### src/poker_flow_pkg.sv
// Action, street, winner and control state encodings
`default_nettype none

package poker_flow_pkg;

	// Action codes from the host
	typedef enum logic [2:0] {
		ACT_CHECK = 3'd0,
		ACT_CALL = 3'd1,
		ACT_RAISE_2BB = 3'd2,
		ACT_RAISE_4BB = 3'd3,
		ACT_RAISE_6BB = 3'd4,
		ACT_ALL_IN = 3'd5,
		ACT_FOLD = 3'd6
	} action_t;

	// Betting rounds of one hand
	typedef enum logic [2:0] {
		ST_PREFLOP = 3'd0,
		ST_FLOP = 3'd1,
		ST_TURN = 3'd2,
		ST_RIVER = 3'd3,
		ST_SHOWDOWN = 3'd4
	} street_t;

	// Pot award result
	typedef enum logic [1:0] {
		WIN_TIE = 2'd0,
		WIN_SEAT0 = 2'd1,
		WIN_SEAT1 = 2'd2
	} winner_t;

	// Hand sequencing FSM
	typedef enum logic [3:0] {
		CS_IDLE,
		CS_RESET,
		CS_NEW_HAND,
		CS_BLINDS,
		CS_WAIT_ACTION,
		CS_APPLY,
		CS_STREET_END,
		CS_SHOWDOWN,
		CS_AWARD,
		CS_HAND_DONE,
		CS_MATCH_OVER
	} ctrl_state_t;

endpackage

`default_nettype wire

### src/poker_money_pkg.sv
// Chip amount and seat types, blind values
`default_nettype none

package poker_money_pkg;

	typedef logic [14:0] chip_t;	// Chip amount
	typedef logic seat_t;	// Seat 0 or seat 1

	// Blind sizes in chips
	localparam chip_t SMALL_BLIND = 15'd100;
	localparam chip_t BIG_BLIND = 15'd200;

endpackage

`default_nettype wire

### src/bet_sizer.sv
// Action to chip amount conversion with call demotion and all-in cap
`timescale 1ns/1ps
`default_nettype none

module bet_sizer import poker_money_pkg::*, poker_flow_pkg::*;
(
	input action_t action,
	input seat_t to_act,
	input chip_t stack0,
	input chip_t stack1,
	input chip_t bet0,
	input chip_t bet1,
	output chip_t bet_amount,	// Chips moved from actor stack to bet
	output logic raised	// Opponent must respond
);

	chip_t own_stack, own_bet, opp_stack, opp_bet;
	chip_t own_total, opp_total, cap;	// Bet plus stack per seat
	chip_t call_amount;
	chip_t target;	// Raise level in chips
	logic raise_ok;

	// Actor and opponent view
	assign own_stack = to_act ? stack1 : stack0;
	assign own_bet = to_act ? bet1 : bet0;
	assign opp_stack = to_act ? stack0 : stack1;
	assign opp_bet = to_act ? bet0 : bet1;

	assign own_total = own_bet + own_stack;
	assign opp_total = opp_bet + opp_stack;
	assign cap = (own_total < opp_total) ? own_total : opp_total;

	// Shortfall, limited by what is left
	assign call_amount = (opp_bet <= own_bet) ? '0 :
		((opp_bet - own_bet) < own_stack) ? (opp_bet - own_bet) : own_stack;

	always_comb
	begin
		case (action)
			ACT_RAISE_2BB: target = chip_t'(2 * BIG_BLIND);
			ACT_RAISE_4BB: target = chip_t'(4 * BIG_BLIND);
			ACT_RAISE_6BB: target = chip_t'(6 * BIG_BLIND);
			default: target = '0;
		endcase
	end

	// Level must be above both bets and covered by both seats
	assign raise_ok = (target > own_bet) && (target > opp_bet) &&
		(own_total >= target) && (opp_total >= target);

	always_comb
	begin
		bet_amount = call_amount;	// Check and call alike
		raised = 1'b0;
		case (action)
			ACT_RAISE_2BB, ACT_RAISE_4BB, ACT_RAISE_6BB:
				if (raise_ok)	// Else stays a call
				begin
					bet_amount = target - own_bet;
					raised = 1'b1;
				end
			ACT_ALL_IN:
			begin
				bet_amount = (cap > own_bet) ? (cap - own_bet) : '0;
				raised = (cap > opp_bet);
			end
			ACT_FOLD: bet_amount = '0;
			default: ;
		endcase
	end

endmodule

`default_nettype wire

### src/betting_control.sv
// Hand and street sequencing FSM with action and showdown handshakes
`timescale 1ns/1ps
`default_nettype none

module betting_control import poker_money_pkg::*, poker_flow_pkg::*;
(
	input logic clock,
	input logic resetn,
	input logic start,
	input logic action_valid,
	input action_t action,
	input logic showdown_valid,
	input winner_t showdown_winner,
	input logic raised,
	input logic round_done,
	input street_t street,
	input seat_t to_act,
	input chip_t stack0,
	input chip_t stack1,
	output logic action_ready,
	output logic showdown_ready,
	output logic reset_chips,
	output logic post_blinds,
	output logic add_bet,
	output logic collect,
	output logic award,
	output winner_t award_result,
	output logic new_hand,
	output logic new_street,
	output logic acted,
	output logic hand_over,
	output logic match_over,
	output seat_t match_winner
);

	ctrl_state_t state, next_state;
	winner_t result_q;	// Fold or showdown outcome
	logic empty_stack;
	logic take_action;	// Action handshake
	logic take_result;	// Showdown handshake
	logic is_fold;

	assign empty_stack = (stack0 == '0) || (stack1 == '0);
	assign take_action = action_ready && action_valid;
	assign take_result = showdown_ready && showdown_valid;
	assign is_fold = (action == ACT_FOLD);

	// Next state
	always_comb
	begin
		next_state = state;
		case (state)
			CS_IDLE, CS_MATCH_OVER:
				if (start)
					next_state = CS_RESET;
			CS_RESET: next_state = CS_NEW_HAND;
			CS_NEW_HAND: next_state = empty_stack ? CS_MATCH_OVER : CS_BLINDS;
			CS_BLINDS: next_state = CS_WAIT_ACTION;
			CS_WAIT_ACTION:
				if (take_action)
				begin
					if (is_fold)
						next_state = CS_AWARD;
					else if (round_done && !raised)	// Nobody left to act
						next_state = CS_STREET_END;
					else
						next_state = CS_APPLY;
				end
			CS_APPLY: next_state = CS_WAIT_ACTION;	// Turn passes over
			CS_STREET_END: next_state = (street == ST_RIVER) ? CS_SHOWDOWN : CS_WAIT_ACTION;
			CS_SHOWDOWN:
				if (take_result)
					next_state = CS_AWARD;
			CS_AWARD: next_state = CS_HAND_DONE;
			CS_HAND_DONE: next_state = CS_NEW_HAND;
			default: next_state = CS_IDLE;
		endcase
	end

	always_ff @(posedge clock)
	begin
		if (!resetn)
		begin
			state <= CS_IDLE;
			result_q <= WIN_TIE;
			match_winner <= 1'b0;
		end
		else
		begin
			state <= next_state;
			if (take_action && is_fold)	// Other seat takes it all
				result_q <= to_act ? WIN_SEAT0 : WIN_SEAT1;
			else if (take_result)
				result_q <= showdown_winner;
			if (state == CS_NEW_HAND && empty_stack)
				match_winner <= seat_t'(stack0 == '0);	// Seat still holding chips
		end
	end

	// Handshakes
	assign action_ready = (state == CS_WAIT_ACTION);
	assign showdown_ready = (state == CS_SHOWDOWN);

	// Datapath strobes
	assign reset_chips = (state == CS_RESET);
	assign post_blinds = (state == CS_BLINDS);
	assign add_bet = take_action && !is_fold;
	assign collect = (state == CS_STREET_END);
	assign award = (state == CS_AWARD);
	assign award_result = result_q;

	// Turn strobes, new_hand with new_street on match start
	assign new_hand = (state == CS_RESET) || (state == CS_NEW_HAND && !empty_stack);
	assign new_street = (state == CS_RESET) || (state == CS_STREET_END);
	assign acted = take_action && !is_fold;

	// Status
	assign hand_over = (state == CS_HAND_DONE);
	assign match_over = (state == CS_MATCH_OVER);

endmodule

`default_nettype wire

### src/chip_bank.sv
// Stack, bet and pot registers with blind posting, betting, collection and award
`timescale 1ns/1ps
`default_nettype none

module chip_bank import poker_money_pkg::*, poker_flow_pkg::*;
#(
	parameter chip_t START_CHIPS = 15'd2000
)
(
	input logic clock,
	input logic resetn,
	input logic reset_chips,	// Fresh match
	input logic post_blinds,
	input seat_t big_blind_seat,
	input logic add_bet,
	input seat_t bet_seat,
	input chip_t bet_amount,
	input logic collect,	// Bets into pot
	input logic award,
	input winner_t award_result,
	output chip_t stack0,
	output chip_t stack1,
	output chip_t bet0,
	output chip_t bet1,
	output chip_t pot
);

	chip_t big_stack, small_stack;	// Stacks of the blind seats
	chip_t big_post, small_post;	// Blinds capped at stacks
	chip_t blind0, blind1;	// Blind per seat
	chip_t total;	// Everything on the table
	chip_t half;	// Seat 1 share of a split

	assign big_stack = big_blind_seat ? stack1 : stack0;
	assign small_stack = big_blind_seat ? stack0 : stack1;
	assign big_post = (big_stack < BIG_BLIND) ? big_stack : BIG_BLIND;
	assign small_post = (small_stack < SMALL_BLIND) ? small_stack : SMALL_BLIND;
	assign blind0 = big_blind_seat ? small_post : big_post;
	assign blind1 = big_blind_seat ? big_post : small_post;

	assign total = pot + bet0 + bet1;
	assign half = total >> 1;	// Rounds down, odd chip stays with seat 0

	always_ff @(posedge clock)
	begin
		if (!resetn)	// Empty table until start
		begin
			stack0 <= '0;
			stack1 <= '0;
			bet0 <= '0;
			bet1 <= '0;
			pot <= '0;
		end
		else if (reset_chips)
		begin
			stack0 <= START_CHIPS;
			stack1 <= START_CHIPS;
			bet0 <= '0;
			bet1 <= '0;
			pot <= '0;
		end
		else if (post_blinds)	// Bets are empty at hand start
		begin
			stack0 <= stack0 - blind0;
			stack1 <= stack1 - blind1;
			bet0 <= bet0 + blind0;
			bet1 <= bet1 + blind1;
		end
		else if (add_bet)	// Stack to bet of acting seat
		begin
			if (bet_seat)
			begin
				stack1 <= stack1 - bet_amount;
				bet1 <= bet1 + bet_amount;
			end
			else
			begin
				stack0 <= stack0 - bet_amount;
				bet0 <= bet0 + bet_amount;
			end
		end
		else if (collect)
		begin
			pot <= total;
			bet0 <= '0;
			bet1 <= '0;
		end
		else if (award)	// Bets gathered and paid out in one step
		begin
			pot <= '0;
			bet0 <= '0;
			bet1 <= '0;
			case (award_result)
				WIN_SEAT0: stack0 <= stack0 + total;
				WIN_SEAT1: stack1 <= stack1 + total;
				default:	// Split pot
				begin
					stack0 <= stack0 + (total - half);
					stack1 <= stack1 + half;
				end
			endcase
		end
	end

endmodule

`default_nettype wire

### src/poker_table.sv
// Heads-up betting engine top level with control, chip bank, bet sizer and turn tracker
`timescale 1ns/1ps
`default_nettype none

module poker_table import poker_money_pkg::*, poker_flow_pkg::*;
#(
	parameter chip_t START_CHIPS = 15'd2000
)
(
	input logic clock,
	input logic resetn,
	input logic start,
	input logic action_valid,
	input action_t action,
	input logic showdown_valid,
	input winner_t showdown_winner,
	output logic action_ready,
	output logic showdown_ready,
	output seat_t to_act,
	output street_t street,
	output chip_t stack0,
	output chip_t stack1,
	output chip_t bet0,
	output chip_t bet1,
	output chip_t pot,
	output logic hand_over,
	output logic match_over,
	output seat_t match_winner
);

	logic reset_chips, post_blinds, add_bet, collect, award;	// Chip strobes
	logic new_hand, new_street, acted;	// Turn strobes
	logic raised, round_done;
	winner_t award_result;
	chip_t bet_amount;
	seat_t big_blind_seat;

	betting_control u_control (
		.clock(clock), .resetn(resetn), .start(start),
		.action_valid(action_valid), .action(action),
		.showdown_valid(showdown_valid), .showdown_winner(showdown_winner),
		.raised(raised), .round_done(round_done), .street(street), .to_act(to_act),
		.stack0(stack0), .stack1(stack1),
		.action_ready(action_ready), .showdown_ready(showdown_ready),
		.reset_chips(reset_chips), .post_blinds(post_blinds), .add_bet(add_bet),
		.collect(collect), .award(award), .award_result(award_result),
		.new_hand(new_hand), .new_street(new_street), .acted(acted),
		.hand_over(hand_over), .match_over(match_over), .match_winner(match_winner)
	);

	chip_bank #(.START_CHIPS(START_CHIPS)) u_bank (
		.clock(clock), .resetn(resetn), .reset_chips(reset_chips),
		.post_blinds(post_blinds), .big_blind_seat(big_blind_seat),
		.add_bet(add_bet), .bet_seat(to_act), .bet_amount(bet_amount),	// Actor pays
		.collect(collect), .award(award), .award_result(award_result),
		.stack0(stack0), .stack1(stack1), .bet0(bet0), .bet1(bet1), .pot(pot)
	);

	bet_sizer u_sizer (
		.action(action), .to_act(to_act),
		.stack0(stack0), .stack1(stack1), .bet0(bet0), .bet1(bet1),
		.bet_amount(bet_amount), .raised(raised)
	);

	turn_tracker u_turn (
		.clock(clock), .resetn(resetn),
		.new_hand(new_hand), .new_street(new_street), .acted(acted), .raised(raised),
		.big_blind_seat(big_blind_seat), .street(street), .to_act(to_act),
		.round_done(round_done)
	);

endmodule

`default_nettype wire

### src/turn_tracker.sv
// To-play flags, street counter, blind rotation and seat to act
`timescale 1ns/1ps
`default_nettype none

module turn_tracker import poker_money_pkg::*, poker_flow_pkg::*;
(
	input logic clock,
	input logic resetn,
	input logic new_hand,	// With new_street, restarts the rotation
	input logic new_street,
	input logic acted,
	input logic raised,
	output seat_t big_blind_seat,
	output street_t street,
	output seat_t to_act,
	output logic round_done	// A non-raise by to_act closes the street
);

	logic [1:0] to_play;	// One flag per seat
	seat_t other;

	assign other = ~to_act;
	assign round_done = ~to_play[other];

	always_ff @(posedge clock)
	begin
		if (!resetn)
		begin
			to_play <= 2'b00;
			street <= ST_PREFLOP;
			big_blind_seat <= 1'b0;	// Flips to seat 1 on first hand
			to_act <= 1'b0;
		end
		else if (new_hand)
		begin
			big_blind_seat <= new_street ? 1'b0 : ~big_blind_seat;
			to_act <= big_blind_seat;	// Old big blind is new small blind
			to_play <= 2'b11;
			street <= ST_PREFLOP;
		end
		else if (new_street)	// Big blind leads after the flop
		begin
			to_act <= big_blind_seat;
			to_play <= 2'b11;
			if (street != ST_SHOWDOWN)
				street <= street_t'(street + 3'd1);
		end
		else if (acted)
		begin
			to_play[to_act] <= 1'b0;
			if (raised)
				to_play[other] <= 1'b1;
			if (raised || to_play[other])	// Opponent still owes an action
				to_act <= other;
		end
	end

endmodule

`default_nettype wire

### config.mk
export PLATFORM = sky130hd
export DESIGN_NAME = poker_table
export DESIGN_NICKNAME = d
export VERILOG_FILES = /design/src/poker_flow_pkg.sv /design/src/poker_money_pkg.sv /design/src/bet_sizer.sv /design/src/betting_control.sv /design/src/chip_bank.sv /design/src/poker_table.sv /design/src/turn_tracker.sv
export SDC_FILE = /design/constraint.sdc
export NUM_CORES = 1
export LEC_CHECK = 0
export BUFFER_PORTS_ARGS = -buffer_cell sky130_fd_sc_hd__buf_2
export CORE_ASPECT_RATIO = 0.5
export CORE_MARGIN = 2
export CORE_UTILIZATION = 25
export DETAILED_ROUTE_END_ITERATION = 10
export MAX_ROUTING_LAYER = met4
export PLACE_DENSITY_LB_ADDON = 0.25
export SYNTH_ARGS = -nofsm -noshare
export SYNTH_HDL_FRONTEND = slang
export SYNTH_SLANG_ARGS = --single-unit
### constraint.sdc
create_clock -name clock -period 14.3 [get_ports clock]
set_clock_uncertainty 0.15 [all_clocks]
set_input_delay 2.86 -clock clock [delete_from_list [all_inputs] [get_ports clock]]
set_output_delay 2.86 -clock clock [all_outputs]
set_load 0.01 [all_outputs]
# Word-level counts from Yosys, hierarchy flattened

Cells that the tools add are included.

Flip-flop bits (word level): 89
Output and inout port bits: 84
Word-level logic and storage cells: 204
Bits of input ports: 10

Add/sub/neg operators: 21
Bitwise gates (word level): 9
Order comparisons: 15
Eq/ne operators: 32
Reduce and logical (&&, ||, !) cells: 45
Muxes and demuxes: 68

Operators with widths:

| kind                                                                   | number |
|---|---|
| 15-bit two-way mux                                                     | 34 |
| 15-bit adder                                                           | 11 |
| 15-bit subtractor                                                      | 6 |
| 15-bit case mux with 2 select lines                                    | 2 |
| 15-bit case mux with 3 select lines                                    | 1 |
| 11-bit case mux with 3 select lines                                    | 1 |
| 4-bit case mux with 8 select lines                                     | 1 |
| 15-bit by 11-bit >= comparator with 1-bit output                       | 2 |
| 11-bit by 15-bit greater-than comparator with 1-bit output             | 2 |
| 15-bit greater-than comparator                                         | 2 |
| 15-bit logical NOT                                                     | 2 |
| 15-bit < comparator                                                    | 2 |
| 11-bit two-way mux                                                     | 2 |
| 4-bit two-way mux                                                      | 5 |
| 2-bit two-way mux                                                      | 9 |
| 4-bit by 3-bit == test with 1-bit output (second input constant)       | 4 |
| 4-bit AND reduction                                                    | 4 |
| 15-bit by 14-bit adder with 15-bit output                              | 1 |
| 15-bit less-or-equal comparator                                        | 1 |
| 15-bit by 7-bit < comparator with 1-bit output (second input constant) | 1 |
| 15-bit by 8-bit < comparator with 1-bit output (second input constant) | 1 |
| 11-bit by 15-bit subtractor with 15-bit output                         | 1 |
| 15-bit by 14-bit subtractor with 15-bit output                         | 1 |
| 4-bit == test (second input constant)                                  | 3 |
| other kinds (32)                                                       | 91 |

# Depth between registers and ports, before layout

Gate-level depths: netlist (run 1).

Word-level depth: 14
Mapped depth: 57
Mapped depth without buffers: 47

# By module

Synthesis (run 1) repeated with hierarchy kept, for this count alone.

Cells, all modules: 2305
Area total of the unflattened synthesis: 17717.0 um^2

Modules (own cells, without submodules):

| module          | cells each | instances | seq. area each (um^2) | area an instance (um^2) |
|---|---|---|---|---|
| chip_bank       | 1420       | 1         | 1501.4                | 10815.4 |
| bet_sizer       | 749        | 1         | 0.0                   | 5828.1 |
| betting_control | 99         | 1         | 140.1                 | 716.9 |
| turn_tracker    | 37         | 1         | 140.1                 | 356.6 |

# Worst setup path before layout (run 1)

OpenSTA, ideal clock, no wires.

Path type: register -> register
Start point: reg u_turn.to_act
End point: reg u_bank.stack1[14]
Buffers on the path: 10
Data arrival time: 12141 ps
Slack: 1951 ps
Period minus slack after synthesis: 12349 ps
Stages on the path, launching flop included: 56
Library setup time: 59 ps
Data required time: 14091 ps
Path through: dfxtp_1 buf_2 buf_2 buf_2 clkbuf_1 clkbuf_1 buf_1 clkbuf_1 clkbuf_1 buf_1 mux2i_1 inv_1 ha_1 and3_1 o21a_1 nor2_1 inv_1 ha_1 [20 not listed] nor2b_1 a221o_1 o221a_2 ha_1 fa_1 nor2b_1 o21ai_0 a21boi_0 o21ai_0 a21boi_0 o21ai_0 a21oi_1 o41ai_1 o21ai_0 or4b_2 o311a_1 a211o_1 nand2_1

Cells in the longest elaborated chain, start to end: 11
Elaborated cells on any way between the ends: 32
Those cells by class: add/sub (6); order compare (8); eq/ne (1); mux (13); reduce/logical (4)

Ends and longest elaborated chain:

| item                                         | line                             | source |
|---|---|---|
| start: declaration                           | turn_tracker.sv:15               | `output seat_t to_act,` |
| start signal: assignment                     | turn_tracker.sv:37               | `to_act <= big_blind_seat;` |
| start signal: assignment                     | turn_tracker.sv:43               | `to_act <= big_blind_seat;` |
| start signal: assignment                     | turn_tracker.sv:54               | `to_act <= other;` |
| 15-bit two-way mux, on equally long branches | -                                |  |
| 15-bit adder (tied with other cells)         | bet_sizer.sv:29                  | `assign own_total = own_bet + own_stack;` |
| 15-bit < comparator (tied with other cells)  | bet_sizer.sv:31                  | `assign cap = (own_total < opp_total) ? own_total : opp_total;` |
| 15-bit two-way mux (tied with other cells)   | bet_sizer.sv:31                  |  |
| 15-bit subtractor (tied with other cells)    | bet_sizer.sv:64                  | `bet_amount = (cap > own_bet) ? (cap - own_bet) : '0;` |
| 15-bit two-way mux, on equally long branches | bet_sizer.sv:64, bet_sizer.sv:57 |  |
| 15-bit case mux with 3 select lines          | bet_sizer.sv:55                  | `case (action)` |
| 15-bit subtractor                            | chip_bank.sv:73                  | `stack1 <= stack1 - bet_amount;` |
| 15-bit two-way mux                           | chip_bank.sv:71                  | `if (bet_seat)` |
| 15-bit two-way mux                           | chip_bank.sv:69                  | `else if (add_bet)` |
| 15-bit two-way mux                           | chip_bank.sv:62                  | `else if (post_blinds)` |
| end signal: assignment                       | chip_bank.sv:65                  | `stack1 <= stack1 - blind1;` |
| end signal: assignment                       | chip_bank.sv:73                  |  |
| end signal: assignment                       | chip_bank.sv:95                  | `WIN_SEAT1: stack1 <= stack1 + total;` |
| end: declaration                             | chip_bank.sv:22                  | `output chip_t stack1,` |

Parallel ways exist; a longest one is shown, timed or not. The select of a mux whose other input is x is not followed.
A chain may end at the register's enable or synchronous reset.

# Worst setup path in the final report (run 1)

Ends and elaborated chain as after synthesis.

==> results of run 1 <==
-- tightest hold or removal path, cell delays in order, from the launching register on --
cell and delay, ns:
dfxtp_1 0.32, o41ai_1 0.05, a21oi_1 0.06
-- path summary, 6_finish.rpt --
check | endpoint | slack (ns) | depth (start not counted) | from
worst min-delay path | u_control.match_winner$_SDFFE_PN0P_ | 0.33 | 2 | u_control.match_winner$_SDFFE_PN0P_
worst max register to register | u_bank.stack1[14]$_SDFFE_PP0P_ | 1.98 | 48 | u_turn.to_act$_SDFFE_PN0P_
worst max-delay path | u_bank.stack1[14]$_SDFFE_PP0P_ | 1.98 | 48 | u_turn.to_act$_SDFFE_PN0P_
worst min register to register | u_control.match_winner$_SDFFE_PN0P_ | 0.33 | 2 | u_control.match_winner$_SDFFE_PN0P_
-- flip-flops by register name, indices dropped and copies added, names as in the netlist, 3 cells and up --
register / flops
u_bank.stack1: 15
u_bank.pot: 15
u_bank.bet0: 15
u_control.state: 4
u_turn.street: 3
u_bank.stack0: 15
u_bank.bet1: 15
-- kinds of logic after synthesis --
kind of cell / Yosys count / synth area share (%)
AOI/OAI and AO/OA: 789 / 29.4
xor gates and xnor gates: 172 / 8.33
adders and majority gates: 292 / 21.8
muxes: 63 / 3.65
and+or+nand+nor: 763 / 20.1
DFF: 89 / 9.85
other: 2 / 0.0415
buffers and inverters: 322 / 6.79
-- cells in the mapped netlist (16+ instances only) --
library cell  instances  area, um2
a211oi_1             52        390
a21boi_0             20        150
a21o_1               58        435
a21oi_1             176        881
a22oi_1              28        210
a31oi_1              23        144
and2_1               17        106
clkbuf_1             80        300
dfxtp_1              89       1780
fa_1                 40        801
ha_1                249       3120
inv_1               225        845
mux2_2               22        248
mux2i_1              40        400
nand2_1             199        747
nand2b_1             33        206
nand3_1              46        230
nand4_1              16        100
nor2_1              232        871
nor2b_1              50        313
nor3_1               74        370
o211ai_1             28        210
o21a_1               48        360
o21ai_0             158        791
o21bai_1             19        143
o22ai_1              20        125
or2_2                16        100
xnor2_1             114        998
xor2_1               58        508
-- area by class of cell --
class / instances / area, um2 / share of cell area [%]
diodes: 3 / 7.51 / 0.0373
clock inverters: 3 / 90.1 / 0.448
well taps: 958 / 1200 / 5.96
multi-input cells: 2097 / 15200 / 75.4
clock buffers: 12 / 246 / 1.23
inverters: 226 / 848 / 4.22
repair buffers: 134 / 773 / 3.85
flip-flops and latches: 89 / 1790 / 8.88
-- through the flow --
step,setup slack [ns],utilization [%],cell area (um2),instances
2_1_floorplan,1.95,-,18100,2508
3_3_place_gp,2.37,27.7,19800,3504
3_5_place_dp,2.22,27.7,19800,3504
4_1_cts,2.11,28.2,20100,3519
5_1_grt,0.853,28.2,20100,3522
6_report,1.98,28.2,20100,3522
-- per-layer routing --
layer | wire [um] | GRT usage, % | share of wire [%] | vias to the layer above
li1 | - | - | - | 9169
met1 | 37700 | 29.2 | 49 | 9223
met2 | 34000 | 31.8 | 44 | 500
met3 | 3330 | 1.76 | 4.3 | 86
met4 | 1860 | 5.18 | 2.4 | 0
met5 | 0 | - | 0 | -
==> qor.txt, run 1 <==
post-CTS setup buffer count: 0
DR vias/cell: 5.39
Synth Register Bits: 89
post-DR wirelength/cell: 21.8 um
CTS tree: built
Worst path most repeated cell: o21ai_0
Main synth FF type: dfxtp_1
sequential fraction of the synthesis area: 9.85%
GP Congestion: 0.939
number of synthesized flops with an enable pin: 0
Tmin final: 12.32 ns
Data arrival, critical path: 12.48 ns
residual overflow from global routing: 0
WP data required: 14.46 ns
Ys Warns: 0
TritonCTS Buffers: 9
Starting Density: 25.4%
H-tree depth: 3
number of hold violations in the final report: 0
share of cells above drive strength 1: 8.28%
FILL cells: 7,947
CTS Hold Buffers Added: 0
Final Max Tran Viols: 0
fin crit share: 86.1%
Final setup viols: 0
Netlist cell types: 90
final wirelength: 76,900 um
first-pass GRT wire length: 115,000 um
1st-iter DRT viols: 1,574
Crit Path Category: reg -> reg
floorplan core area: 71,300 um2
most common cell after layout, fill and taps aside: ha_1
largest net degree at the start of global routing: 66
asr flop ratio synth: 0%
critical path's top delay family: compound AO/OA/AOI/OAI gates
worst-case clock buffer depth: 2
Worst Hold Class: reg -> reg
Mapped Avg Cell Area: 7.26 um2
clock-pin transition on the worst setup and hold timing paths: 0.08 ns
Root Buffer: clkbuf_16
synthesized area: 18,100 um2
Post-DP HPWL: 61,600 um
worst-margin pin slew: 1.46 ns
slew margin rel.: 2.78%
commonest cells after routing, fill and taps aside: ha_1 (249), nor2_1 (232), inv_1 (225)
hold slack final: 0.328 ns
post_cts resized: 0
all-layer global routing usage: 20.7%
critical path launch point type: register
full die area: 74,600 um2
crit-path max cell delay: 0.86 ns
# IOs: 94
worst-path maximum fanout: 65
Routed Antenna Nets: 0
initial antenna violation count: 3
# rows: 69
RSZ-0062 raised after global routing: false
chip width: 384 um
CP max stage cell: dfxtp_4
vias in the first global route: 17,900
maxcap violations: 0
worst path buffer plus inverter count: 4
setup_tns: 0 ns
DR vias: 19,000
status: finished, final reports clean
Initial DRT Pass Iterations: 6
Synth Instances: 2,492
layout overhead on the synthesized area: 11.2%
clk sinks: 89
Fmax achieved: 81.2 MHz
Port Buffers: 93
Total Nets Final: 2,856
Die Ht: 194 um
DRC: 0
clock latency on the worst-skew pair: 0.38 ns
Worst setup EP type: register
Power of run 1 is left out: the tool's default activity adds up to more than one toggle a clock period on the data nets, which glitch-free logic cannot reach.
==> run 2: changes to the inputs <==
RECOVER_POWER = 50   (was default)
SLEW_MARGIN = 40   (was default)
==> run 2 against run 1 <==
Net effect: the run now ends with max-capacitance violations, max-slew violations left; register-to-register slack barely moved; critical path depth down 1; sequential share of layout area about the same; first-iteration DRC count rose by 1.3%; core utilization is 0.11 points lower; cell count hardly changed; fmax grew 0.12%; die area unchanged; global-route usage about the same; critical endpoint unchanged; largest cell class unchanged.
==> qor.txt, run 2 (same netlist as run 1, synthesis figures left out) <==
setup_tns: 0 ns (unchanged)
RSZ-0062 raised after global routing: false
H-tree depth: 3 (unchanged)
maxcap violations: 1 (+1)
most common cell after layout, fill and taps aside: ha_1
commonest cells after routing, fill and taps aside: ha_1 (249), nor2_1 (231), inv_1 (225)
Worst Hold Class: reg -> reg
Fmax achieved: 81.3 MHz (+0.12%)
floorplan core area: 71,300 um2 (unchanged)
crit-path max cell delay: 0.87 ns (about the same)
post_cts resized: 0 (unchanged)
post-CTS setup buffer count: 0 (unchanged)
FILL cells: 7,949 (+0.025%)
full die area: 74,600 um2 (unchanged)
critical path launch point type: register
Worst path most repeated cell: o21ai_0
CTS Hold Buffers Added: 0 (unchanged)
Initial DRT Pass Iterations: 5 (-1)
CTS tree: built
Final setup viols: 0 (unchanged)
WP data required: 14.48 ns (+0.02 ns)
# rows: 69 (unchanged)
clock-pin transition on the worst setup and hold timing paths: 0.07 ns (about the same)
TritonCTS Buffers: 9 (unchanged)
chip width: 384 um (unchanged)
Data arrival, critical path: 12.48 ns (about the same)
Routed Antenna Nets: 0 (unchanged)
Starting Density: 25.4% (unchanged)
DR vias: 19,000 (+0.23%)
Final Max Tran Viols: 59 (+59)
residual overflow from global routing: 0 (unchanged)
violated checks: max-capacitance violations, max-slew violations
layout overhead on the synthesized area: 10.7%
vias in the first global route: 17,900 (-0.067%)
clk sinks: 89 (unchanged)
Worst setup EP type: register
Root Buffer: clkbuf_16
worst-path maximum fanout: 65 (unchanged)
# IOs: 94 (unchanged)
n_diodes: 0 (-3)
worst-case clock buffer depth: 2 (unchanged)
post-DR wirelength/cell: 21.8 um (-0.13%)
critical path's top delay family: compound AO/OA/AOI/OAI gates
share of cells above drive strength 1: 6.23% (-2.0 points)
worst path buffer plus inverter count: 5 (+1)
worst-margin pin slew: 2.86 ns (+1.40 ns)
1st-iter DRT viols: 1,595 (+1.3%)
all-layer global routing usage: 20.8% (+0.036 points)
Post-DP HPWL: 61,600 um (about the same)
post-route cell area: 20,000 um2 (-0.40%)
fin crit share: 86.0% (-0.10 points)
Total Nets Final: 2,861 (+0.18%)
largest net degree at the start of global routing: 66 (unchanged)
initial antenna violation count: 4 (+1)
number of hold violations in the final report: 0 (unchanged)
slew margin rel.: -90.6% (-93 points)
Crit Path Category: reg -> reg
Tmin final: 12.30 ns (-0.0149 ns)
DR vias/cell: 5.40 (+0.14%)
DRC: 0 (unchanged)
placed cell area: 19,800 um2 (+0.30%)
CP max stage cell: dfxtp_4
Die Ht: 194 um (unchanged)
first-pass GRT wire length: 115,000 um (about the same)
final wirelength: 76,800 um (about the same)
GP Congestion: 0.939 (unchanged)
clock latency on the worst-skew pair: 0.39 ns (about the same)
Port Buffers: 93 (unchanged)
status: finished with violations
run 2: changes by cell type in the layout (fill, tap and decap cells not counted), sizes merged:
cell    delta
buf       -62
bufinv     -2
clkbuf    +69
clkinv     +1
diode      -3
run 2: cell type report:
class	instances	area [um2]	share of cell area, %
clock buffer	14	274	1.37
clock inverter	2	35.0	0.175
inverter	226	848	4.24
multi-input combinational	2097	15200	75.9
sequential	89	1790	8.92
tap	958	1200	5.99
timing repair buffer	139	683	3.41
run 2: worst reg2reg max path, delay by kind of cell (launching register included):
kind                     cells  cell delay, ns
AO/OA/AOI/OAI               30            7.14
adder cells (fa/ha/maj)      4            1.15
buffers and inverters        5            1.24
flip-flops                   1            0.87
multiplexers                 1            0.45
AND/OR/NAND/NOR              7            1.24
run 2: path summary, 6_finish.rpt:
| path | cells past startpoint | startpoint | end | slack (ns) |
|---|---|---|---|---|
| setup / recovery | 47 | u_turn.to_act$_SDFFE_PN0P_ | u_bank.stack1[14]$_SDFFE_PP0P_ | 2.00 |
| hold / removal | 2 | u_control.match_winner$_SDFFE_PN0P_ | u_control.match_winner$_SDFFE_PN0P_ | 0.33 |
| setup reg to reg | 47 | u_turn.to_act$_SDFFE_PN0P_ | u_bank.stack1[14]$_SDFFE_PP0P_ | 2.00 |
| hold reg to reg | 2 | u_control.match_winner$_SDFFE_PN0P_ | u_control.match_winner$_SDFFE_PN0P_ | 0.33 |
run 2: stage by stage:
step | hold slack (ns) | cells | worst slack (ns) | util (%)
6_report | 0.330 | 3525 | 2.00 | 28.1
2_1_floorplan | 0.310 | 2508 | 1.95 | -
4_1_cts | 0.326 | 3523 | 2.16 | 28.2
3_5_place_dp | 0.317 | 3507 | 2.26 | 27.8
3_3_place_gp | 0.303 | 3504 | 2.37 | 27.7
5_1_grt | 0.349 | 3525 | 0.907 | 28.1
run 2: per-layer routing:
layer	GRT usage [%]	part of all wire (%)
met1	29.1	48
met2	31.7	44
met3	1.69	5.2
met4	5.99	2.6
met5	-	0
Power of run 2 is left out for the same reason.
